<file path="config.mk">
export PLATFORM = sky130hd
export DESIGN_NAME = frameAligner
export DESIGN_NICKNAME = d
export VERILOG_FILES = /design/src/stcPkg.sv /design/src/frameAligner.sv
export SDC_FILE = /design/constraint.sdc
export NUM_CORES = 2
export LEC_CHECK = 0
export BUFFER_PORTS_ARGS = -buffer_cell sky130_fd_sc_hd__buf_4
export CAP_MARGIN = 5
export CORE_MARGIN = 1.5
export CORE_UTILIZATION = 45
export DETAILED_ROUTE_END_ITERATION = 7
export PLACE_DENSITY_LB_ADDON = 0.1
export RECOVER_POWER = 50
export SLEW_MARGIN = 15
export SYNTH_ARGS = -nofsm -noshare
export SYNTH_HDL_FRONTEND = slang
export SYNTH_SLANG_ARGS = --single-unit
export TNS_END_PERCENT = 30
</file>
<file path="constraint.sdc">
create_clock -name clk -period 3.95 [get_ports clk]
set_input_delay 0.79 -clock clk [delete_from_list [all_inputs] [get_ports clk]]
set_output_delay 0.79 -clock clk [all_outputs]
set_load 0.01 [all_outputs]
</file>
<file path="src/stcPkg.sv">
package stcPkg;

    // sample format is Q2.16
    localparam int SAMPLE_WIDTH = 18;
    localparam int FRAC_BITS = 16;
    localparam logic signed [SAMPLE_WIDTH-1:0] ONE = 1 << FRAC_BITS;

    // residual headroom for two products plus the received sample
    localparam int RES_WIDTH = SAMPLE_WIDTH + 3;
    localparam int METRIC_WIDTH = 24;

    localparam int CODEWORDS_PER_FRAME = 8;
    localparam int SPARE_CODEWORDS = 1;
    localparam int FRAME_PAIRS = CODEWORDS_PER_FRAME + SPARE_CODEWORDS;
    localparam int FRAME_COUNT_WIDTH = $clog2(FRAME_PAIRS + 1);

    localparam int BUFFER_DEPTH = 64;
    localparam int PTR_WIDTH = $clog2(BUFFER_DEPTH);
    localparam int COUNT_WIDTH = PTR_WIDTH + 1;

    localparam int PAIR_SPACING = 20;
    localparam int SPACE_WIDTH = $clog2(PAIR_SPACING);

    localparam int HYPOTHESES = 16;
    localparam int HYP_WIDTH = $clog2(HYPOTHESES);

    typedef struct packed {
        logic signed [SAMPLE_WIDTH-1:0] re;
        logic signed [SAMPLE_WIDTH-1:0] im;
    } complexSample;

    // wider complex value for products and residuals
    typedef struct packed {
        logic signed [RES_WIDTH-1:0] re;
        logic signed [RES_WIDTH-1:0] im;
    } complexWide;

    typedef struct packed {
        complexSample slot0;    // first time slot of the codeword
        complexSample slot1;
    } samplePair;

    typedef struct packed {
        complexSample h0;
        complexSample h1;
    } channelEst;

    // a set bit means that component is -ONE
    typedef struct packed {
        logic s0Re;
        logic s0Im;
        logic s1Re;
        logic s1Im;
    } decision;

    typedef enum logic [1:0] {
        ALIGN_IDLE,
        ALIGN_RELEASE,
        ALIGN_WAIT
    } alignState;

    typedef enum logic [1:0] {
        DET_IDLE,
        DET_SEARCH,
        DET_DONE
    } detectState;

endpackage

</file>
<file path="src/frameAligner.sv">
`timescale 1ns/1ps

module frameAligner (
    input  logic                 clk,
    input  logic                 reset,
    input  logic                 frameStart,
    input  logic                 inputValid,
    input  stcPkg::complexSample din,
    output logic                 full,
    output logic                 pairValid,
    output stcPkg::samplePair    pair
);
    import stcPkg::*;

    complexSample buffer [BUFFER_DEPTH];

    logic [PTR_WIDTH-1:0]         wrPtr;
    logic [PTR_WIDTH-1:0]         rdPtr;
    logic [COUNT_WIDTH-1:0]       count;
    alignState                    state;
    logic [SPACE_WIDTH-1:0]       spaceCnt;
    logic [FRAME_COUNT_WIDTH-1:0] pairsSent;
    logic                         push;
    logic                         pop;

    assign full = (count == COUNT_WIDTH'(BUFFER_DEPTH));
    assign push = inputValid && !full;    // samples are dropped while full
    assign pop = (state == ALIGN_RELEASE) && (count >= COUNT_WIDTH'(2));

    // storage and pair read
    always_ff @(posedge clk) begin
        if (push) begin
            buffer[wrPtr] <= din;
        end
        if (pop) begin
            pair.slot0 <= buffer[rdPtr];
            pair.slot1 <= buffer[rdPtr + PTR_WIDTH'(1)];
        end
    end

    always_ff @(posedge clk) begin
        if (reset) begin
            wrPtr <= '0;
            rdPtr <= '0;
            count <= '0;
        end else begin
            if (push) begin
                wrPtr <= wrPtr + PTR_WIDTH'(1);
            end
            if (pop) begin
                rdPtr <= rdPtr + PTR_WIDTH'(2);
            end
            if (push && !pop) begin
                count <= count + COUNT_WIDTH'(1);
            end else if (!push && pop) begin
                count <= count - COUNT_WIDTH'(2);
            end else if (push && pop) begin
                count <= count - COUNT_WIDTH'(1);
            end
        end
    end

    // release pacing
    always_ff @(posedge clk) begin
        if (reset) begin
            state <= ALIGN_IDLE;
            pairValid <= 1'b0;
            spaceCnt <= '0;
            pairsSent <= '0;
        end else begin
            pairValid <= pop;
            case (state)
                ALIGN_IDLE: begin
                    if (frameStart) begin
                        state <= ALIGN_RELEASE;
                        pairsSent <= '0;
                    end
                end
                ALIGN_RELEASE: begin
                    if (pop) begin
                        state <= ALIGN_WAIT;
                        spaceCnt <= '0;
                        pairsSent <= pairsSent + FRAME_COUNT_WIDTH'(1);
                    end
                end
                ALIGN_WAIT: begin
                    // next pairValid lands exactly PAIR_SPACING cycles on
                    if (spaceCnt == SPACE_WIDTH'(PAIR_SPACING - 2)) begin
                        if (pairsSent == FRAME_COUNT_WIDTH'(FRAME_PAIRS)) begin
                            state <= ALIGN_IDLE;
                        end else begin
                            state <= ALIGN_RELEASE;
                        end
                    end else begin
                        spaceCnt <= spaceCnt + SPACE_WIDTH'(1);
                    end
                end
                default: state <= ALIGN_IDLE;
            endcase
        end
    end

    countBounded: assert property (@(posedge clk) disable iff (reset)
        count <= COUNT_WIDTH'(BUFFER_DEPTH));

    noPairWhenIdle: assert property (@(posedge clk) disable iff (reset)
        pairValid |-> state != ALIGN_IDLE);

endmodule

</file>
==> flow_summary_export.csv <==
group,metric,value,unit
synth,ys.flop_type,"edfxtp_1",
routing,postRouteAntennaNets,0,
sta,maxClockFrequency,0.289,GHz
global_route,grt_start_max_net_pins,72,
global_route,met1_usage,33.3,%
clock_network,cts_sinks,2406,
worst_setup_path,path_class,"reg -> reg",
run_status,run_status,"finished with violations",
min_path,min_path_cells,3,
routing,via_per_inst,5.92,
die,die_height,454,µm
sta,fin_skew,24.8,ps
global_route,grt.met2_usage,36.7,%
layout,layout.cells.most_common,"edfxtp_1",
synth,yosys_register_bits,2406,
global_route,grt_pass1_vias,43514,
die,design.core.area,202000,µm²
routing,drc_errors,0,
layout,area_delta_synth_final,14.7,%
clock_network,post_cts_buffers,0,
sta,rsz0062_at_grt,"no",
clock_network,postCtsHoldBufs,0,
clock_network,cts-resized-gates,0,
sta,setup_viol_count_final,0,
min_path,min_path_type,"in -> reg",
global_route,antenna_found_initial,10,
routing,drt_iter0_markers,4230,
synth,ys_types,47,
job,max-cap-violations,38,
layout,fillers,15678,
layout,layout-drive-gt1-share,29.1,%
power,cellPowerDensity,554,nW/µm²
power,total_leakage_power,0.0313,µW
clock_network,clock_tree.root_cell,"clkbuf_16",
clock_network,htree_levels,4,
sta,finalSetupTns,0,ps
synth,synthArstFlopShare,0,%
clock_network,clk_pin_slew_worst_paths,60,ps
layout,fin_area,105000,µm²
sta,worst_slew_pin_slew,3310,ps
worst_setup_path,cp_max_fo,30,
synth,syn_area,91700,µm²
worst_setup_path,worst_setup_path_start_kind,"flip-flop",
die,fp-row-count,165,
routing,dr.pass1.iters,5,
worst_setup_path,worstRegToRegCells,6,
die,start_util,45.3,%
synth,avgSynthCellArea,23.1,µm²
sta,min_period_over_period,87.7,%
global_route,top_usage_layer,"met2",
routing,wl_per_cell,33.0,µm
sta,max_slew_margin,-121,%
synth,synth_edf_count,2376,
place,postPlaceCellArea,98000,µm²
global_route,grt-ovfl-total,0,
synth,yosysSeqAreaShare,78.5,%
sta,min_period,3470,ps
clock_network,insertion_delay,870,ps
synth,synth_warnings,0,
clock_network,cts_buffers,239,
layout,regArea,72000,µm²
run_status,violations,"max-capacitance violations, max-slew violations",
worst_setup_path,worst_setup_path_end_kind,"flip-flop",
die,dieWidth,454,µm
die,ios,114,
place,routabilityCongestion,0.735,
worst_setup_path,slowest_delay,1040,ps
sta,hold_viol,0,
global_route,grt_pass1_wl,333,mm
sta,slew_violations,2357,
power,max-vdd-ir-drop,0.477,mV
layout,multi_input_area,19100,µm²
synth,netlist_instances,3961,
global_route,use_met3,4.10,%
clock_network,cts_buffer_depth,3,
worst_setup_path,crit_arrival,3980,ps
routing,routed_wl,237,mm
worst_setup_path,crit_required,4470,ps
die,die_area,206000,µm²
place,port_buffers,113,
worst_setup_path,critPathSlowestCell,"nor2_1",
routing,routed-via-count,42508,
place,dp_hpwl,130,mm
synth,syn_nets,4014,
worst_setup_path,crit_chain,"inv_1, ha_1, nand3b_1, o2111ai_1, nor2_1, buf_12",
layout,nets,4352,
global_route,track_usage,23.2,%
layout,layout_common_cells,"2376 x edfxtp_1, 564 x mux4_2, 246 x clkbuf_16",
clock_network,cts_tree,"built",
-- power by group --
part	total (µW)	leakage, µW	internal (µW)	switching, µW
Combinational	6980	0.00597	3240	3740
Sequential	29000	0.0216	28700	383
Clock	22200	0.00374	12700	9490
-- cell type report --
type                            instances  share of cell area [%]
Sequential cell                      2406                    68.4
Antenna cell                            2                 0.00476
Timing Repair Buffer                  316                    2.93
Tap cell                             2672                    3.18
Clock inverter                        148                    1.17
Inverter                                9                  0.0345
Clock buffer                          295                    6.06
Multi-Input combinational cell       1327                    18.2
-- worst max-delay path, delay by kind of cell (launching register included) --
family | cells | cell delay (ps)
AO/OA/AOI/OAI | 1 | 670
adder cells (fa/ha/maj) | 1 | 220
buffers and inverters | 2 | 520
flip-flops | 1 | 460
AND/OR/NAND/NOR | 2 | 1190
-- final timing paths --
check | start | endpoint | slack, ps
setup reg to reg | count[1] | buffer[63][34] | 480
hold / removal | frameStart | pairsSent[2] | 270
setup / recovery | count[1] | buffer[63][34] | 480
hold reg to reg | spaceCnt[4] | spaceCnt[4] | 470
-- cells in the mapped netlist, types with 13 or more instances --
cell | n | area share, %
a211oi_1 | 120 | 0.98
buf_2 | 121 | 0.66
buf_4 | 16 | 0.13
clkbuf_1 | 71 | 0.29
dfxtp_1 | 30 | 0.66
edfxtp_1 | 2376 | 78
ha_1 | 13 | 0.18
mux2_2 | 120 | 1.5
mux2i_1 | 126 | 1.4
mux4_2 | 564 | 14
nand2_1 | 18 | 0.074
nor2_1 | 99 | 0.41
nor2b_1 | 65 | 0.44
o211ai_1 | 24 | 0.20
o22ai_1 | 62 | 0.42
-- registers in the layout, summed over array words and instances (netlist names) --
signal	flops
count	7
rdPtr	5
buffer	2304
pairsSent	4
state	2
pair	72
spaceCnt	5
pairValid	1
wrPtr	6
-- per-layer routing --
layer	up-vias	part of all wire [%]
met5	-	0.031
met3	311	6.1
li1	17594	-
met2	1260	48
met4	12	2.5
met1	23331	43
-- cells by family (layout without fill, tap and decap cells) --
logic type                 after synthesis  in the layout  share of synthesized area (%)
AOI/OAI and AO/OA                      254            254                           2.02
buffers and inverters                  228            768                           1.17
adders and majority gates               13             13                          0.177
other                                    0              2                              0
and+or+nand+nor                        234            234                           1.28
xor gates and xnor gates                15             15                          0.143
muxes                                  811            811                           16.7
DFF                                   2406           2406                           78.5
-- stage by stage --
stage / util, % / total power [µW] / hold WS [ps] / setup WS [ps] / instances
CTS: 52.2 / 59000 / 199 / 763 / 7173
global route: 52.0 / 60100 / 244 / 353 / 7174
detailed placement: 48.4 / 36900 / 471 / 768 / 6730
global placement: 48.4 / 36800 / 464 / 728 / 6730
floorplan: - / 34100 / 447 / 245 / 3961
finish: 52.0 / 58200 / 265 / 484 / 7175
(Power assumes the default switching activity.)
