`src/stcPkg.sv`:
```
package stcPkg;

    // sample format is Q2.16
    localparam int SAMPLE_WIDTH = 18;
    localparam int FRAC_BITS = 16;
    localparam logic signed [SAMPLE_WIDTH-1:0] ONE = 1 << FRAC_BITS;

    // residual headroom for two products plus the received sample
    localparam int RES_WIDTH = SAMPLE_WIDTH + 3;
    localparam int METRIC_WIDTH = 24;

    localparam int CODEWORDS_PER_FRAME = 8;
    localparam int SPARE_CODEWORDS = 1;
    localparam int FRAME_PAIRS = CODEWORDS_PER_FRAME + SPARE_CODEWORDS;
    localparam int FRAME_COUNT_WIDTH = $clog2(FRAME_PAIRS + 1);

    localparam int BUFFER_DEPTH = 64;
    localparam int PTR_WIDTH = $clog2(BUFFER_DEPTH);
    localparam int COUNT_WIDTH = PTR_WIDTH + 1;

    localparam int PAIR_SPACING = 20;
    localparam int SPACE_WIDTH = $clog2(PAIR_SPACING);

    localparam int HYPOTHESES = 16;
    localparam int HYP_WIDTH = $clog2(HYPOTHESES);

    typedef struct packed {
        logic signed [SAMPLE_WIDTH-1:0] re;
        logic signed [SAMPLE_WIDTH-1:0] im;
    } complexSample;

    // wider complex value for products and residuals
    typedef struct packed {
        logic signed [RES_WIDTH-1:0] re;
        logic signed [RES_WIDTH-1:0] im;
    } complexWide;

    typedef struct packed {
        complexSample slot0;    // first time slot of the codeword
        complexSample slot1;
    } samplePair;

    typedef struct packed {
        complexSample h0;
        complexSample h1;
    } channelEst;

    // a set bit means that component is -ONE
    typedef struct packed {
        logic s0Re;
        logic s0Im;
        logic s1Re;
        logic s1Im;
    } decision;

    typedef enum logic [1:0] {
        ALIGN_IDLE,
        ALIGN_RELEASE,
        ALIGN_WAIT
    } alignState;

    typedef enum logic [1:0] {
        DET_IDLE,
        DET_SEARCH,
        DET_DONE
    } detectState;

endpackage

```
`src/stcDetector.sv`:
```
`timescale 1ns/1ps

module stcDetector (
    input  logic              clk,
    input  logic              reset,
    input  logic              estimatesDone,
    input  stcPkg::channelEst estIn,
    input  logic              pairValid,
    input  stcPkg::samplePair pair,
    output logic              decisionValid,
    output stcPkg::decision   dec
);
    import stcPkg::*;

    logic                    estDoneDly;
    channelEst               est;
    samplePair               pairReg;
    detectState              state;
    logic [HYP_WIDTH-1:0]    hypIdx;
    logic [HYP_WIDTH-1:0]    bestIdx;
    logic [METRIC_WIDTH-1:0] metric;
    logic [METRIC_WIDTH-1:0] bestMetric;
    logic                    better;
    decision                 hyp;
    complexWide              h0S0;
    complexWide              h1S1;
    complexWide              h1S0Conj;
    complexWide              h0S1Conj;
    complexWide              res0;
    complexWide              res1;

    // QPSK point from two sign bits
    function automatic complexSample symbol(input logic reNeg, input logic imNeg);
        complexSample s;
        s.re = reNeg ? -ONE : ONE;
        s.im = imNeg ? -ONE : ONE;
        return s;
    endfunction

    function automatic complexWide cmulShift(input complexSample a, input complexSample b);
        logic signed [2*SAMPLE_WIDTH-1:0] rr;
        logic signed [2*SAMPLE_WIDTH-1:0] ii;
        logic signed [2*SAMPLE_WIDTH-1:0] ri;
        logic signed [2*SAMPLE_WIDTH-1:0] ir;
        complexWide p;
        rr = a.re * b.re;
        ii = a.im * b.im;
        ri = a.re * b.im;
        ir = a.im * b.re;
        p.re = RES_WIDTH'(rr >>> FRAC_BITS) - RES_WIDTH'(ii >>> FRAC_BITS);
        p.im = RES_WIDTH'(ri >>> FRAC_BITS) + RES_WIDTH'(ir >>> FRAC_BITS);
        return p;
    endfunction

    function automatic logic [METRIC_WIDTH-1:0] absVal(input logic signed [RES_WIDTH-1:0] x);
        logic signed [RES_WIDTH-1:0] m;
        m = x[RES_WIDTH-1] ? -x : x;
        return METRIC_WIDTH'(unsigned'(m));
    endfunction

    // Alamouti residuals for the current hypothesis
    always_comb begin
        hyp = decision'(hypIdx);
        h0S0 = cmulShift(est.h0, symbol(hyp.s0Re, hyp.s0Im));
        h1S1 = cmulShift(est.h1, symbol(hyp.s1Re, hyp.s1Im));
        h1S0Conj = cmulShift(est.h1, symbol(hyp.s0Re, !hyp.s0Im));
        h0S1Conj = cmulShift(est.h0, symbol(hyp.s1Re, !hyp.s1Im));
        res0.re = RES_WIDTH'(pairReg.slot0.re) - (h0S0.re + h1S1.re);
        res0.im = RES_WIDTH'(pairReg.slot0.im) - (h0S0.im + h1S1.im);
        res1.re = RES_WIDTH'(pairReg.slot1.re) - (h1S0Conj.re - h0S1Conj.re);
        res1.im = RES_WIDTH'(pairReg.slot1.im) - (h1S0Conj.im - h0S1Conj.im);
        metric = absVal(res0.re) + absVal(res0.im) + absVal(res1.re) + absVal(res1.im);
        better = (hypIdx == '0) || (metric < bestMetric);    // ties keep the lower index
    end

    // delayed estimate capture
    always_ff @(posedge clk) begin
        if (reset) begin
            estDoneDly <= 1'b0;
        end else begin
            estDoneDly <= estimatesDone;
        end
        if (estDoneDly) begin
            est <= estIn;
        end
    end

    always_ff @(posedge clk) begin
        if (pairValid) begin
            pairReg <= pair;
        end
        if (state == DET_SEARCH && better) begin
            bestMetric <= metric;
            bestIdx <= hypIdx;
        end
    end

    always_ff @(posedge clk) begin
        if (reset) begin
            state <= DET_IDLE;
            hypIdx <= '0;
        end else begin
            case (state)
                DET_IDLE: begin
                    if (pairValid) begin
                        state <= DET_SEARCH;
                        hypIdx <= '0;
                    end
                end
                DET_SEARCH: begin
                    hypIdx <= hypIdx + HYP_WIDTH'(1);
                    if (hypIdx == HYP_WIDTH'(HYPOTHESES - 1)) begin
                        state <= DET_DONE;
                    end
                end
                DET_DONE: state <= DET_IDLE;
                default: state <= DET_IDLE;
            endcase
        end
    end

    assign decisionValid = (state == DET_DONE);
    assign dec = decision'(bestIdx);    // final once search ends

    pairOnlyWhenIdle: assert property (@(posedge clk) disable iff (reset)
        pairValid |-> state == DET_IDLE);

    decisionLatency: assert property (@(posedge clk) disable iff (reset)
        pairValid |-> ##(HYPOTHESES + 1) decisionValid);

endmodule

```
`config.mk`:
```
export PLATFORM = sky130hd
export DESIGN_NAME = stcDetector
export DESIGN_NICKNAME = d
export VERILOG_FILES = /design/src/stcPkg.sv /design/src/stcDetector.sv
export SDC_FILE = /design/constraint.sdc
export NUM_CORES = 2
export LEC_CHECK = 0
export CAP_MARGIN = 20
export CORE_MARGIN = 1
export CORE_UTILIZATION = 62
export CTS_BUF_LIST = sky130_fd_sc_hd__clkbuf_8
export DETAILED_ROUTE_END_ITERATION = 7
export DONT_BUFFER_PORTS = 1
export PLACE_DENSITY = 0.8
export SYNTH_ARGS = -nofsm -noshare
export SYNTH_HDL_FRONTEND = slang
export SYNTH_SLANG_ARGS = --single-unit
```
`constraint.sdc`:
```
create_clock -name clk -period 13.45 [get_ports clk]
set_clock_uncertainty 0.05 [all_clocks]
set_input_delay 2.0175 -clock clk [delete_from_list [all_inputs] [get_ports clk]]
set_output_delay 2.0175 -clock clk [all_outputs]
set_load 0.05 [all_outputs]
```
==> impl_metrics.yaml <==
yosys:
  synthMuxAreaShare_pct: 0.248
  synth_edf_count: 171
  ys_ff_latch: 178
  yosysSeqAreaShare_pct: 10.8
  synthArstFlopShare_pct: 0
  synth_nets: 7196
  synth_xor_xnor_area_share_pct: 8.75
  syn_inst: 5044
  yosysMostFrequentCell: "ha_1"
  synth_top_family_by_area: "adder cells"
  yosys.area.top_type_share_pct: 44.1
  synth_common_cells: "ha_1 (1,722), inv_1 (532), nor2_1 (397)"
  synth.avg_cell_area_um2: 9.69
  ys_top_cells_by_area: "ha_1 (44%), fa_1 (12%), edfxtp_1 (11%)"
  synth_ff_type: "edfxtp_1"
  synth_compound_area_share_pct: 9.49
  synth_top_cell_by_area: "ha_1"
  yosys.area_share.adder_pct: 55.6
  yosys.area_share.simple_pct: 10.4
  syn_area_um2: 48900
  synth.distinct_cells: 88
  ys_warn_count: 0
global_route:
  grt_max_degree: 74
  antenna_found_initial: 13
  grtUsageTotal_pct: 37.7
  grt-ovfl-total: 0
  grt_pass1_wl_um: 224000
  grt_pass1_vias: 39400
timing:
  worstMarginPinSlew_ps: 1040
  slew_headroom_pct: 30.4
  timing.final.crit_share_pct: 97.8
  hold_viol: 0
  finalSetupViolCount: 0
  drv_slew: 0
  timing.final.ws_setup_ps: 296
  fmax_ghz: 0.0760
  finalCriticalPeriod_ps: 13150
clock_network:
  worstSkewPairLatency_ps: 680
  clkTransAtPathRegs_ps: 160
  cts-root-buf: "clkbuf_8"
  cts_inserted_buffers: 17
  cts_tree: "built"
  cts_max_level: 4
  ctsHoldBuffers: 0
  clock-sinks: 178
  cts_max_path_buffers: 2
detailed_routing:
  first_pass_iters: 6
  wl_per_cell_um: 22.9
  first_iter_violations: 2922
  drc: 0
  wl_um: 153000
  ant_nets: 0
  vias: 39900
  viasPerCell: 5.99
die:
  die_area_um2: 79900
  ioPinCount: 153
  placementRows: 102
  core_um2: 77700
  die_y_um: 283
  die_w_um: 283
  initial_utilization_pct: 62.9
job:
  maxCapViolCount: 0
setup_path:
  end_kind: "flop"
  crit_slowest_cell: "fa_1"
  cp.required_ps: 13770
  crit_fanout: 15
  slowest_delay_ps: 570
  arrival_ps: 13470
  crit_path_start_kind: "flop"
  crit_type: "flop to flop"
  cp_common_cell: "ha_1"
finish:
  fin_util_pct: 74.1
  area_growth_pct: 17.9
  final_nets: 7762
  n_fill_cell: 5448
  layout-drive-gt1-share_pct: 17.5
  fin_area_um2: 57600
placement:
  dp_slack_ps: -643
  dpl-instance-area_um2: 54400
  dp.final_hpwl_um: 129000
  gp_congestion: 1.00
  port_buffers: 0
hold_path:
  hold_class: "flop to flop"
outcome:
  status: "finished, final reports clean"
==> worst max-delay path, delay by kind of cell (launching register included) <==
| family | cells | cell delay (ps) |
|---|---|---|
| DFF | 1 | 460 |
| adders and majority gates | 14 | 4780 |
| xor gates and xnor gates | 5 | 880 |
| and+or+nand+nor | 7 | 1010 |
| buffers and inverters | 12 | 1650 |
| AOI/OAI and AO/OA | 21 | 4000 |
==> cell type report <==
type	instances	area, µm²	area share, %
Inverter	536	2010	3.50
Timing Repair Buffer	622	5100	8.85
Antenna cell	4	10.0	0.0174
Multi-Input combinational cell	4255	43400	75.4
Clock buffer	17	234	0.406
Clock inverter	15	215	0.374
Sequential cell	178	5290	9.19
Tap cell	1040	1300	2.26
==> per-layer routing <==
metal  vias to the layer above  part of all wire [%]  global-route usage (%)  routed length [µm]
met5                         -                 0.045                       0                  69
met4                        10                   7.2                    22.3               11000
met3                       368                   7.0                    6.23               10700
met2                      1418                    45                    61.6               68800
met1                     19100                    41                    46.7               62000
li1                      19100                     -                       -                   -
==> registers in the layout, summed over array words and instances (netlist names) <==
name        flops
hyp             4
est            72
pairReg        72
bestMetric     23
estDoneDly      1
dec             4
state           2
==> per-stage QoR <==
step / hold WS, ps / instances / setup TNS [ps]
final: 538 / 6667 / 0
after global routing: 566 / 6666 / -5420
after floorplan: 441 / 5044 / 0
after CTS: 527 / 6624 / 0
after global placement: 495 / 6575 / -7360
after detailed placement: 502 / 6576 / -17050
==> logic make-up (layout without fill, tap and decap cells) <==
kind of cell | after synthesis | in the layout
other cells | 0 | 4
xor+xnor | 486 | 486
flops | 178 | 178
mux | 12 | 12
simple gates | 1051 | 1051
fa+ha+maj | 2004 | 2004
buf+inv | 611 | 1190
compound gates | 702 | 702
==> placed cells by master, fill, tap and decap left out, types with 18 or more instances in the layout <==
| cell | Yosys | layout |
|---|---|---|
| o211ai_1 | 18 | 18 |
| a31oi_1 | 33 | 23 |
| nor3_1 | 87 | 84 |
| o21ai_1 | 6 | 22 |
| and2_1 | 18 | 18 |
| ha_4 | 0 | 65 |
| a21o_1 | 56 | 55 |
| nand4_1 | 22 | 22 |
| xnor2_1 | 333 | 300 |
| nand2_1 | 162 | 157 |
| nand3_1 | 104 | 101 |
| a211oi_1 | 19 | 18 |
| edfxtp_1 | 171 | 171 |
| o21bai_1 | 70 | 66 |
| o21ai_0 | 108 | 81 |
| buf_12 | 0 | 24 |
| xor2_1 | 151 | 146 |
| fa_1 | 282 | 276 |
| nor2_1 | 397 | 383 |
| nor2b_1 | 76 | 69 |
| xnor2_2 | 1 | 29 |
| ha_1 | 1722 | 1645 |
| a21oi_1 | 216 | 158 |
| a21oi_2 | 0 | 54 |
| buf_4 | 0 | 577 |
| inv_1 | 532 | 525 |
| and3_1 | 43 | 39 |
| nand2b_1 | 47 | 43 |
| o21a_1 | 30 | 30 |
==> worst paths after layout <==
check             depth (start not counted)  slack (ps)  startpoint            end
setup / recovery                         59         300     est[41]  bestMetric[4]
hold / removal                            1         540    state[0]       state[0]
setup reg to reg                         59         300     est[41]  bestMetric[4]
hold reg to reg                           1         540    state[0]       state[0]
==> what timing repair did <==
item,in CTS,in global routing
pin swaps,33,190
gates cloned,1,2
buffers inserted,15,38
setup endpoints to repair,27,27
resized for setup,70,312
Power is not shown: default switching activity piles up to over one toggle a cycle in this logic, so the estimate is an artifact.
