File: src/stcPkg.sv
package stcPkg;

    // sample format is Q2.16
    localparam int SAMPLE_WIDTH = 18;
    localparam int FRAC_BITS = 16;
    localparam logic signed [SAMPLE_WIDTH-1:0] ONE = 1 << FRAC_BITS;

    // residual headroom for two products plus the received sample
    localparam int RES_WIDTH = SAMPLE_WIDTH + 3;
    localparam int METRIC_WIDTH = 24;

    localparam int CODEWORDS_PER_FRAME = 8;
    localparam int SPARE_CODEWORDS = 1;
    localparam int FRAME_PAIRS = CODEWORDS_PER_FRAME + SPARE_CODEWORDS;
    localparam int FRAME_COUNT_WIDTH = $clog2(FRAME_PAIRS + 1);

    localparam int BUFFER_DEPTH = 64;
    localparam int PTR_WIDTH = $clog2(BUFFER_DEPTH);
    localparam int COUNT_WIDTH = PTR_WIDTH + 1;

    localparam int PAIR_SPACING = 20;
    localparam int SPACE_WIDTH = $clog2(PAIR_SPACING);

    localparam int HYPOTHESES = 16;
    localparam int HYP_WIDTH = $clog2(HYPOTHESES);

    typedef struct packed {
        logic signed [SAMPLE_WIDTH-1:0] re;
        logic signed [SAMPLE_WIDTH-1:0] im;
    } complexSample;

    // wider complex value for products and residuals
    typedef struct packed {
        logic signed [RES_WIDTH-1:0] re;
        logic signed [RES_WIDTH-1:0] im;
    } complexWide;

    typedef struct packed {
        complexSample slot0;    // first time slot of the codeword
        complexSample slot1;
    } samplePair;

    typedef struct packed {
        complexSample h0;
        complexSample h1;
    } channelEst;

    // a set bit means that component is -ONE
    typedef struct packed {
        logic s0Re;
        logic s0Im;
        logic s1Re;
        logic s1Im;
    } decision;

    typedef enum logic [1:0] {
        ALIGN_IDLE,
        ALIGN_RELEASE,
        ALIGN_WAIT
    } alignState;

    typedef enum logic [1:0] {
        DET_IDLE,
        DET_SEARCH,
        DET_DONE
    } detectState;

endpackage

File: src/frameOutput.sv
`timescale 1ns/1ps

module frameOutput (
    input  logic            clk,
    input  logic            reset,
    input  logic            frameStart,
    input  logic            decisionValid,
    input  stcPkg::decision dec,
    output logic            outputEn,
    output stcPkg::decision outputBits,
    output logic            lastSampleReset
);
    import stcPkg::*;

    logic [FRAME_COUNT_WIDTH-1:0] decCount;
    logic                         counted;
    logic                         frameDone;

    // first SPARE_CODEWORDS decisions of a frame are dropped
    assign counted = decisionValid
        && (decCount >= FRAME_COUNT_WIDTH'(SPARE_CODEWORDS))
        && (decCount < FRAME_COUNT_WIDTH'(FRAME_PAIRS));
    assign frameDone = (decCount == FRAME_COUNT_WIDTH'(FRAME_PAIRS));

    always_ff @(posedge clk) begin
        if (reset || frameStart || frameDone) begin
            decCount <= '0;
        end else if (decisionValid) begin
            decCount <= decCount + FRAME_COUNT_WIDTH'(1);
        end
    end

    always_ff @(posedge clk) begin
        if (reset) begin
            outputEn <= 1'b0;
            outputBits <= '0;
            lastSampleReset <= 1'b0;
        end else begin
            outputEn <= counted;
            lastSampleReset <= frameDone;    // one cycle behind the last outputEn
            if (counted) begin
                outputBits <= dec;
            end
        end
    end

    enAndLastExclusive: assert property (@(posedge clk) disable iff (reset)
        !(outputEn && lastSampleReset));

endmodule

File: config.mk
export PLATFORM = sky130hd
export DESIGN_NAME = frameOutput
export DESIGN_NICKNAME = d
export VERILOG_FILES = /design/src/stcPkg.sv /design/src/frameOutput.sv
export SDC_FILE = /design/constraint.sdc
export NUM_CORES = 1
export LEC_CHECK = 0
export BUFFER_PORTS_ARGS = -buffer_cell sky130_fd_sc_hd__buf_2
export CAP_MARGIN = 20
export CORE_AREA = 2 2 39 41
export CTS_CLUSTER_DIAMETER = 60
export DETAILED_ROUTE_END_ITERATION = 10
export DIE_AREA = 0 0 41 43
export PLACE_DENSITY = 0.68
export SLEW_MARGIN = 15
export SYNTH_ARGS = -nofsm -noshare
export SYNTH_HDL_FRONTEND = slang
export SYNTH_SLANG_ARGS = --single-unit
File: constraint.sdc
create_clock -name clk -period 2.1 [get_ports clk]
set_input_delay 0.42 -clock clk [delete_from_list [all_inputs] [get_ports clk]]
set_output_delay 0.42 -clock clk [all_outputs]
set_load 0.02 [all_outputs]
==> run summary, run 1 <==
The total via count in the routed design is 351, and the total power per unit cell area is 656 nW/um^2. The die covers 1760 um^2. The share of the Yosys chip area taken by registers is 43.1%. The worst slew margin relative to its limit was 68.0%.

The total overflow reported by the global router was 0. Summed over all cells, the static leakage comes to 0.000249 uW. The flow ran to the end, and the final reports show no timing, DRC or antenna violations. The number of sinks handled by clock tree synthesis is 10.

Beginning of the critical path: decCount[0]. For the worst flop-to-flop path, the logic depth is 5. Highest fanout seen on the critical path: 5. The tools report the maximum operating frequency as 0.638 GHz.

The Yosys step of the flow raised 0 warnings. Setup violations remaining at the end of the flow were counted as 0. At the later pin of the worst-skew pair, clock insertion delay measures 0.27 ns. The logs give 12.2% for the all-layer global routing usage and 53.5% for the share of power burned in registers. For the pin count of the biggest net entering global routing, the log shows 12. For the pin with the worst max-slew slack, the measured transition is 0.480 ns.

The number of different library cells used by synthesis comes to 16. Clock-pin slew was measured on the worst setup and hold paths at 0.06 ns. VDD sags by at most 322 uV. Critical path's slowest cell: a211oi_2. The run gives 0.418 ns as the tightest hold margin. Setup slack on the critical path of the routed design comes to 0.531 ns.

In this run, placement finished with an instance count of 74. The vertical die dimension was 43 um. The post-route minimum period came out at 1.57 ns. The layout has 157 filler cells.

The run gives 0 as the final max-slew violation count. The signal on the critical path passes through inv_1, ha_1, nor4b_1, a211oi_2, mux2i_1. The logs give 0 for the number of setup buffers added after CTS and 0 for the initial antenna violation count. TritonCTS built the clock tree. In this run, the clock network consumes 34.7% of the power.

The first-pass iteration count of the detailed router was 4; the TritonCTS buffer count was 3. The cell count after synthesis came out at 46. Switching power: 89.4 uW.

Synthesis inferred 10 register bits. The worst register-to-register path ends at outputBits[3]. The reg-to-reg setup timing slack came out at 0.53 ns. After routing, the total negative slack on setup checks comes to 0 ns.

In this run the count of I/O pins placed on the die edge is 14. Number of nets produced by synthesis: 57. STA classifies the critical path startpoint as a flip-flop.

STA classifies the critical path endpoint as a flip-flop. The root cell of the clock tree is clkbuf_4. The region available for standard cell placement spans 1380 um^2.

Post-synth design cell area: 464 um^2. The class of the tightest hold or removal check was primary input to flip-flop. For the worst setup path, the data required time is 2.30 ns.

The maximum level of the CTS H-tree came out at 1. The startpoint identified for the worst register-to-register timing path is decCount[0]. During placement, the flow inserted port buffers numbering 13. The run gives 0.523 ns as the pre-CTS setup slack.

After the first detailed-routing iteration, the DRC count stood at 5. The most critical setup path has its endpoint at outputBits[3]. The number of antenna diodes in the final layout is 0.

In this run the deepest clock path goes through 2 buffers. At the worst endpoint, the arrival time is 1.77 ns. The final worst-path cycle share works out to 74.7%. Dividing the detail-routed via count by the number of cells gives 4.56. After detailed routing, the number of remaining DRC violations is 0. Combinational logic is responsible for 11.8% of the overall power. Detailed placement ended at an HPWL of 602 um. The floorplan has 14 rows. Excluding fillers, the count of instances in the completed layout stands at 77.

Setup repair after global routing left no endpoint under its margin. From left edge to right edge, the die measures 41 um. The via count of the first global-routing pass was 345; the post-detailed-route count of antenna-violating nets was 0. The mean post-synth cell area was 10.1 um^2.

Dividing the detail-routed wire length by the instance count gives 10.5 um. The detailed-route wire length was 807 um; the internal power of the cells was 283 uW. The routability congestion estimate from global placement is 0.633, and the hold buffer count at cts is 0.

In this design, the largest share of critical-path delay is due to compound AO/OA/AOI/OAI gates. The area growth from synthesis to layout is 22.4%. The logs give 41.0% for the utilization after layout and 0.00327 ns for the worst-case clock skew. After clock tree synthesis, the repair step resized 0 gates.

For the final net count, the log shows 74. Total stage count of the critical path: 5. The combined buffer and inverter count along the critical path was 1. The tools report the max-capacitance violation count as 0.

The critical path in this run is classified as flip-flop to flip-flop. The initial utilization of the core area, before any placement, comes to 33.5%. The tools report the final hold violation count as 0. The maximum single-stage delay on the critical path came out at 0.45 ns. The fraction of power spent switching nets was 24.0%. Cells with a size suffix above 1 make up 29.5% of the layout.

First-pass GRT wire length: 1.35 mm.
-- sequential cells by signal, summed over array words and instances, names as in the netlist --
| signal | cells |
|---|---|
| decCount | 4 |
| lastSampleReset | 1 |
| outputBits | 4 |
| outputEn | 1 |
-- cell usage in the layout (no fill, tap or decap) --
| cell type | n |
|---|---|
| buf_2 | 13 |
| dfxtp_1 | 10 |
| nand2b_1 | 9 |
| mux2i_1 | 5 |
| inv_1 | 4 |
| nor2_1 | 4 |
| ha_1 | 3 |
| clkbuf_4 | 3 |
| xnor2_1 | 2 |
| a311o_1 | 1 |
| nand2_1 | 1 |
| nand4_1 | 1 |
| xor2_1 | 1 |
| nor4b_1 | 1 |
| a211oi_2 | 1 |
| nor2b_1 | 1 |
| and4bb_2 | 1 |
-- power by group through the flow --
| stage | Clock, uW | Combinational [uW] | Sequential (uW) |
|---|---|---|---|
| after global routing | 149 | 48.8 | 200 |
| after floorplan | 0 | 23.6 | 209 |
| after global placement | 0 | 44.2 | 203 |
| after CTS | 140 | 44.7 | 199 |
| final | 129 | 43.9 | 199 |
| after detailed placement | 0 | 44.4 | 203 |
-- synth_stat cells --
| master | n | area (um^2) |
|---|---|---|
| a211oi_2 | 1 | 12.5 |
| ha_1 | 3 | 37.5 |
| clkbuf_1 | 1 | 3.75 |
| inv_1 | 4 | 15.0 |
| mux2i_1 | 5 | 50.1 |
| nor4b_1 | 1 | 8.76 |
| nand2b_1 | 9 | 56.3 |
| nand2_1 | 1 | 3.75 |
| nand4_1 | 1 | 6.26 |
| nor2_1 | 4 | 15.0 |
| xor2_1 | 1 | 8.76 |
| a311o_1 | 1 | 10.0 |
| xnor2_1 | 2 | 17.5 |
| nor2b_1 | 1 | 6.26 |
| and4bb_2 | 1 | 12.5 |
| dfxtp_1 | 10 | 200 |
-- per-stage QoR --
step                cell area (um^2)  power [uW]
finish                           568         372
detailed placement               546         248
global route                     568         398
global placement                 546         247
floorplan                        464         232
CTS                              568         384
-- worst min-delay path, delay by kind of cell --
family	cells	cell delay (ns)
buffers and inverters	1	0.10
and+or+nand+nor	1	0.06
muxes	1	0.06
-- area by class of cell --
| class | instances | area [um^2] | share of cell area [%] |
|---|---|---|---|
| Inverter | 4 | 15.0 | 2.64 |
| Multi-Input combinational cell | 31 | 245 | 43.2 |
| Clock buffer | 3 | 22.5 | 3.96 |
| Sequential cell | 10 | 200 | 35.2 |
| Tap cell | 16 | 20.0 | 3.52 |
| Timing Repair Buffer | 13 | 65.1 | 11.5 |
-- routing by layer --
metal  wire length [um]  up-vias  track usage, %
met4                 14        0            8.00
met5                  0        -               0
met3                 86        2            8.90
met2                373       12            17.5
met1                333      156            11.9
li1                   -      181               -
-- cell families (layout without fill, tap and decap cells) --
logic type / Yosys count / in the layout / synth area share, %
simple gates: 18 / 18 / 23.4
flops: 10 / 10 / 43.1
mux: 5 / 5 / 10.8
buf+inv: 5 / 20 / 4.04
fa+ha+maj: 3 / 3 / 8.09
xor+xnor: 3 / 3 / 5.66
compound gates: 2 / 2 / 4.85
-- how the worst min path moves through the flow --
stage	from	endpoint	slack (ns)	depth (start not counted)
global route	dec[3]	outputBits[3]	0.42	3
floorplan	decCount[1]	decCount[1]	0.51	2
CTS	dec[2]	outputBits[2]	0.41	3
global placement	outputBits[3]	outputBits[3]	0.46	2
finish	dec[0]	outputBits[0]	0.42	3
detailed placement	outputBits[0]	outputBits[0]	0.46	2
(Power assumes the default switching activity.)
==> run 2, diff against run 1 <==
Clock period 2.1 ns to 1.6 ns, I/O delays scaled along.
==> run 2 against run 1 <==
Cell area up 3.7%. Setup slack worse by 0.38 ns. Clock-buffer cell count increased by 1. Clock skew grew 0.0024 ns. Via count increased by 2.6%. Highest routed layer unchanged.
==> run summary, run 2 (same netlist as run 1, synthesis figures left out) <==
The maximum ir drop on the vdd rail is 705 uV (+120%), and the clock-pin slew on the worst setup and hold paths is 0.07 ns (about the same). From synthesis to final layout, the design area changed by 27.0%. The total power per unit cell area is 934 nW/um^2 (+42%). The critical path is of the flip-flop to flip-flop type.

The final net count is 75 (+1.4%). Setup repair after global routing left no endpoint under its margin. The tools report the worst-skew pair later-pin latency as 0.27 ns (about the same). For the antenna diode count, the log shows 0 (unchanged). The number of remaining DRC errors came out at 0 (unchanged). The worst setup path is launched from a flip-flop. The cell count after placement is 75 (+1.4%), and the highest fanout seen on the critical path is 5 (unchanged).

The maximum single-stage delay on the critical path came out at 0.38 ns (-0.07 ns). The utilization after layout was 42.6% (+1.5 points). In the layout the commonest cells are buf_2 (13), dfxtp_1 (10), nand2b_1 (9).

The detail-routed net length per standard cell came out at 9.42 um (-10%). The flow ran to the end, and the final reports show no timing, DRC or antenna violations. Clock tree synthesis selected as its root buffer the cell clkbuf_4.

The vertical die dimension was 43 um (unchanged); the worst slew margin relative to its limit was 78.1% (+10 points). For the first-pass iteration count of the detailed router, the log shows 4 (unchanged). Area of the die: 1760 um^2 (unchanged). The standard-cell row count was 14 (unchanged); the pin count of the biggest net entering global routing was 12 (unchanged).

The worst endpoint data arrival time was 1.61 ns (-0.16 ns). The number of setup buffers added after CTS came out at 0 (unchanged). The run gives 0.00562 ns (+0.00235 ns) as the worst-case clock skew. The hold-critical path depth was 3 (unchanged).

TritonCTS built the clock tree. The number of sinks handled by clock tree synthesis was 10 (unchanged). The largest individual stage delay along the critical path comes from the cell dfxtp_1. The run gives 0 (unchanged) as the post-detailed-route count of antenna-violating nets.

The logs give 3 (unchanged) for the TritonCTS buffer count and 0 (unchanged) for the number of setup violations in the final report. The initial antenna violation count is 0 (unchanged). Most frequent standard cell in the layout excluding fill and tap cells: buf_2. The tools report the detailed router's first-iteration violation count as 8 (+3). Starting utilization of the core area: 33.5% (unchanged). The logs give 0 (unchanged) for the final max-slew violation count and 360 (+2.6%) for the total via count in the routed design. The run gives 1380 um^2 (unchanged) as the core area. The final setup TNS is 0 ns (unchanged), and the die width is 41 um (unchanged). The total overflow reported by the global router was 0 (unchanged); the via count of the first global-routing pass was 319 (-7.5%). The final worst-path cycle share was 90.4% (+16 points). The share of post-route cells with drive strength above 1 is 31.7% (+2.2 points), and the non-filler instance count after layout is 79 (+2.6%).

The half-perimeter wire length after detailed placement was 558 um (-7.3%); the routability congestion estimate from global placement was 0.690 (+9.1%). The via-per-instance ratio was 4.56 (about the same). The post-route minimum period was 1.45 ns (-0.121 ns). The count of buffers inserted at the top-level ports is 13 (unchanged).

The number of gates resized after cts is 0 (unchanged), and the depth of the most critical reg-to-reg path is 6 (+1). The first-pass GRT wire length was 1.26 mm (-6.7%). The max-capacitance violation count is 0 (unchanged), and the leakage dissipation is 0.000261 uW (+5.0%). The hold buffer count at cts was 0 (unchanged). The tightest min-delay check is of the primary input to flip-flop type.

The run gives 0 (unchanged) as the final hold violation count. The signal on the critical path passes through inv_1, ha_1, nor4b_1, a211oi_2, buf_4, nor2b_1. The run gives 11.3% (-0.98 points) as the all-layer global routing usage.

For the required time at the endpoint of the critical path, the log shows 1.77 ns (-0.53 ns). The transition at the pin with the smallest max-transition slack is 0.325 ns (-0.155 ns), and the largest buffer count on any clock path is 2 (unchanged). The logs give 0.302 ns (-0.116 ns) for the tightest hold margin and 744 um (-7.8%) for the detailed-route wire length. The maximum operating frequency came out at 0.691 GHz (+8.4%). In the final layout, the registers with the most flip-flops are decCount: 4 flops, outputBits: 4 flops.

The count of boundary I/O pins was 14 (unchanged). The nature of the critical path endpoint is a flip-flop. Maximum level of the CTS H-tree: 1 (unchanged).
[run 2: final timing paths]
check	endpoint	slack [ns]	start
min	outputBits[3]	0.30	dec[3]
max reg2reg	outputEn	0.15	decCount[1]
max	outputEn	0.15	decCount[1]
min reg2reg	outputBits[2]	0.47	outputBits[2]
[run 2: final cells by class]
| class | count | area [um^2] |
|---|---|---|
| timing repair buffer | 14 | 72.6 |
| multi-input combinational | 31 | 245 |
| sequential | 10 | 200 |
| tap | 16 | 20.0 |
| fill | 139 | 795 |
| clock buffer | 4 | 36.3 |
| inverter | 4 | 15.0 |
[run 2: critical path: cells and delay by family (launching register included)]
family                   cells  cell delay (ns)
flip-flops                   1             0.38
AO/OA/AOI/OAI                1             0.08
AND/OR/NAND/NOR              2             0.43
buffers and inverters        2             0.25
adder cells (fa/ha/maj)      1             0.21
[run 2: through the flow]
stage	power (uW)	setup WS, ns	cell area, um^2
after floorplan	305	0.157	464
after global placement	327	0.170	553
after detailed placement	328	0.133	553
after CTS	563	0.133	589
after global routing	580	0.0225	589
final	550	0.153	589
[run 2: metal layers]
| layer | share of wire (%) | global-route usage, % | wire (um) |
|---|---|---|---|
| met4 | 1.7 | 6.00 | 13 |
| met2 | 43 | 15.6 | 318 |
| met1 | 45 | 11.3 | 335 |
| met3 | 10 | 9.42 | 76 |
| met5 | 0 | 0 | 0 |
[run 2: power breakdown]
part	internal (uW)	switching (uW)	total, uW
Sequential	256	4.49	261
Clock	138	90.8	229
Combinational	30.0	30.3	60.4
==> run 3, diff against run 2 <==
Settings changed: CTS_BUF_LIST from default to sky130_fd_sc_hd__clkbuf_16.
==> run 3 against run 2 <==
First-iteration DRC count shrank 75%. Worst hold slack improved by 0.036 ns. Power rose by 39%. Die area did not move. Final cell count is the same. Clock skew fell by 0.00066 ns. Register-to-register slack is essentially flat. Largest cell class unchanged. Critical endpoint unchanged. Clock power increased by 94%. Sequential power about the same. Global-route usage increased by 0.60 points. Critical path depth unchanged. Via count is 2.2% lower.
==> run summary, run 3 (same netlist as run 1, synthesis figures left out) <==
Count of buffers inserted at the top-level ports: 13 (unchanged). The tools report the initial antenna violation count as 0 (unchanged). Leaving out fill and tap cells, the most frequent cell in the layout is buf_2. The cell count after placement was 75 (unchanged); the final hold violation count was 0 (unchanged). The tools report the all-layer global routing usage as 11.9% (+0.60 points).

Core area: 1380 um^2 (unchanged). The detailed router's first-iteration violation count was 2 (-6). The worst-case clock skew is 0.00496 ns (-0.000656 ns). The run gives 352 (-2.2%) as the total via count in the routed design. The nature of the critical path endpoint was a flip-flop. The category of the critical setup timing path was flip-flop to flip-flop. The via count of the first global-routing pass came out at 322 (+0.94%). The detailed-route wire length was 755 um (+1.5%); the share of post-route cells with drive strength above 1 was 30.2% (-1.6 points). The tools report the hold buffer count at cts as 0 (unchanged). In this run the worst hold path is classified as primary input to flip-flop. The clock-pin slew on the worst setup and hold paths came out at 0.04 ns (-0.03 ns). The tools report the number of gates resized after cts as 0 (unchanged). Number of setup violations in the final report: 0 (unchanged). The fraction of power spent switching nets was 19.8% (-3.1 points). The tools report the combinational group share of total power as 7.9% (-3.1 points). The pin count of the biggest net entering global routing came out at 12 (unchanged). Setup repair after global routing left no endpoint under its margin. The number of sinks handled by clock tree synthesis was 10 (unchanged). The run finished with clean final reports. The total overflow reported by the global router came out at 0 (unchanged). The via-per-instance ratio came out at 4.46 (-2.2%). For the final max-slew violation count, the log shows 0 (unchanged). The worst flop-to-flop path startpoint was decCount[1]. The tools report the part of the power in the clock network as 57.9% (+16 points).

The depth of the most critical reg-to-reg path was 6 (unchanged). The tools report the max-capacitance violation count as 0 (unchanged). CTS placed an instance of clkbuf_16 at the clock tree root. The internal power of the cells was 616 uW (+45%); the routability congestion estimate from global placement was 0.690 (unchanged). The starting utilization of the core area is 33.5% (unchanged).

The run gives 4 (unchanged) as the first-pass iteration count of the detailed router. The worst-skew pair later-pin latency was 0.24 ns (-0.03 ns). The run gives 79 (unchanged) as the non-filler instance count after layout.

The detail-routed net length per standard cell was 9.56 um (+1.5%); the standard-cell row count was 14 (unchanged). First-pass GRT wire length: 1.28 mm (+1.1%). The vertical die dimension is 43 um (unchanged). The switching power was 151 uW (+21%). The top cell types in the final layout, fill and taps aside, are buf_2 (13), dfxtp_1 (10), nand2b_1 (9). The die width works out to 41 um (unchanged). Post-detailed-route count of antenna-violating nets: 0 (unchanged).

The largest buffer count on any clock path was 2 (unchanged); the maximum level of the CTS H-tree was 1 (unchanged). The run gives 0 ns (unchanged) as the final setup TNS. The worst setup path is launched from a flip-flop. The area of the die is 1760 um^2 (unchanged), and the transition at the pin with the smallest max-transition slack is 0.323 ns (-0.00145 ns).

The required time at the endpoint of the critical path came out at 1.73 ns (-0.04 ns). The number of remaining DRC errors is 0 (unchanged). The maximum operating frequency is 0.694 GHz (+0.39%). The final worst-path cycle share works out to 90.1% (-0.35 points). The antenna diode count was 0 (unchanged); the worst slew margin relative to its limit was 78.1% (+0.098 points).

TritonCTS buffer count: 3 (unchanged). The total power per unit cell area was 1210 nW/um^2 (+30%). Compared with the post-synthesis result, the final layout area differs by 36.1%.

TritonCTS built the clock tree. The share of power burned in registers came out at 34.2% (-13 points). The leakage dissipation was 0.000279 uW (+6.7%); the reg-to-reg setup timing slack was 0.16 ns (about the same).

For the worst endpoint data arrival time, the log shows 1.57 ns (-0.04 ns). The highest fanout seen on the critical path was 5 (unchanged); the half-perimeter wire length after detailed placement was 558 um (unchanged). The final-layout fill cell count is 137 (-1.4%), and the final net count is 75 (unchanged). The endpoint of the worst hold-timing path was outputBits[3]. Number of setup buffers added after CTS: 0 (unchanged). For the maximum ir drop on the vdd rail, the log shows 774 uV (+9.9%). The largest registers in the layout are decCount: 4 flops, outputBits: 4 flops.

In this run the most critical hold path is launched from dec[3]. The worst register-to-register path ends at outputEn. Hold-critical path depth: 3 (unchanged). The count of boundary I/O pins is 14 (unchanged), and the post-route minimum period is 1.44 ns (-0.00558 ns).
==> run 3: changes by cell type in the layout (fill, tap and decap cells not counted) <==
cell       previous run  this run
clkbuf_16             0         3
clkbuf_4              3         0
clkbuf_8              1         0
clkinv_1              0         1
==> run 3: stage by stage <==
| step | setup WS, ns | power (uW) | hold WS [ns] | util (%) | instance area, um^2 |
|---|---|---|---|---|---|
| floorplan | 0.157 | 305 | 0.468 | - | 464 |
| global placement | 0.170 | 327 | 0.461 | 40.0 | 553 |
| detailed placement | 0.133 | 328 | 0.465 | 40.0 | 553 |
| CTS | 0.137 | 786 | 0.335 | 45.7 | 632 |
| global route | 0.0279 | 802 | 0.347 | 45.7 | 632 |
| finish | 0.159 | 767 | 0.338 | 45.7 | 632 |
==> run 3: power by group through the flow <==
stage                     registers [uW]  clock network, uW  logic (uW)
after floorplan                      274                  0        31.0
after global placement               267                  0        60.3
after detailed placement             267                  0        61.3
after CTS                            262                463        61.3
after global routing                 264                471        66.7
final                                263                444        60.3
==> run 3: critical path, stage by stage (launching register included) <==
cell      delay, ns
dfxtp_1        0.37
inv_1          0.08
ha_1           0.21
nor4b_1        0.31
a211oi_2       0.08
buf_4          0.17
nor2b_1        0.12
==> run 3: how the worst max path moves through the flow <==
stage	from	to	cells past startpoint
floorplan	decCount[0]	outputBits[0]	5
global placement	decCount[1]	outputEn	6
detailed placement	decCount[1]	outputEn	6
CTS	decCount[1]	outputEn	6
global route	decCount[1]	outputBits[1]	6
finish	decCount[1]	outputEn	6
==> run 3: metal layers <==
layer / vias to the layer above / track usage [%] / share of wire (%)
li1: 186 / - / -
met1: 152 / 11.3 / 44
met2: 12 / 15.6 / 43
met3: 2 / 9.42 / 9.1
met4: 0 / 10.0 / 3.6
met5: - / 0 / 0
==> run 3: area by class of cell <==
cell class | instances | area, um^2 | area share (%)
multi-input cells | 31 | 245 | 38.8
repair buffers | 14 | 72.6 | 11.5
inverters | 4 | 15.0 | 2.38
clock buffers | 3 | 75.1 | 11.9
clock inverters | 1 | 3.75 | 0.594
well taps | 16 | 20.0 | 3.17
flip-flops and latches | 10 | 200 | 31.7
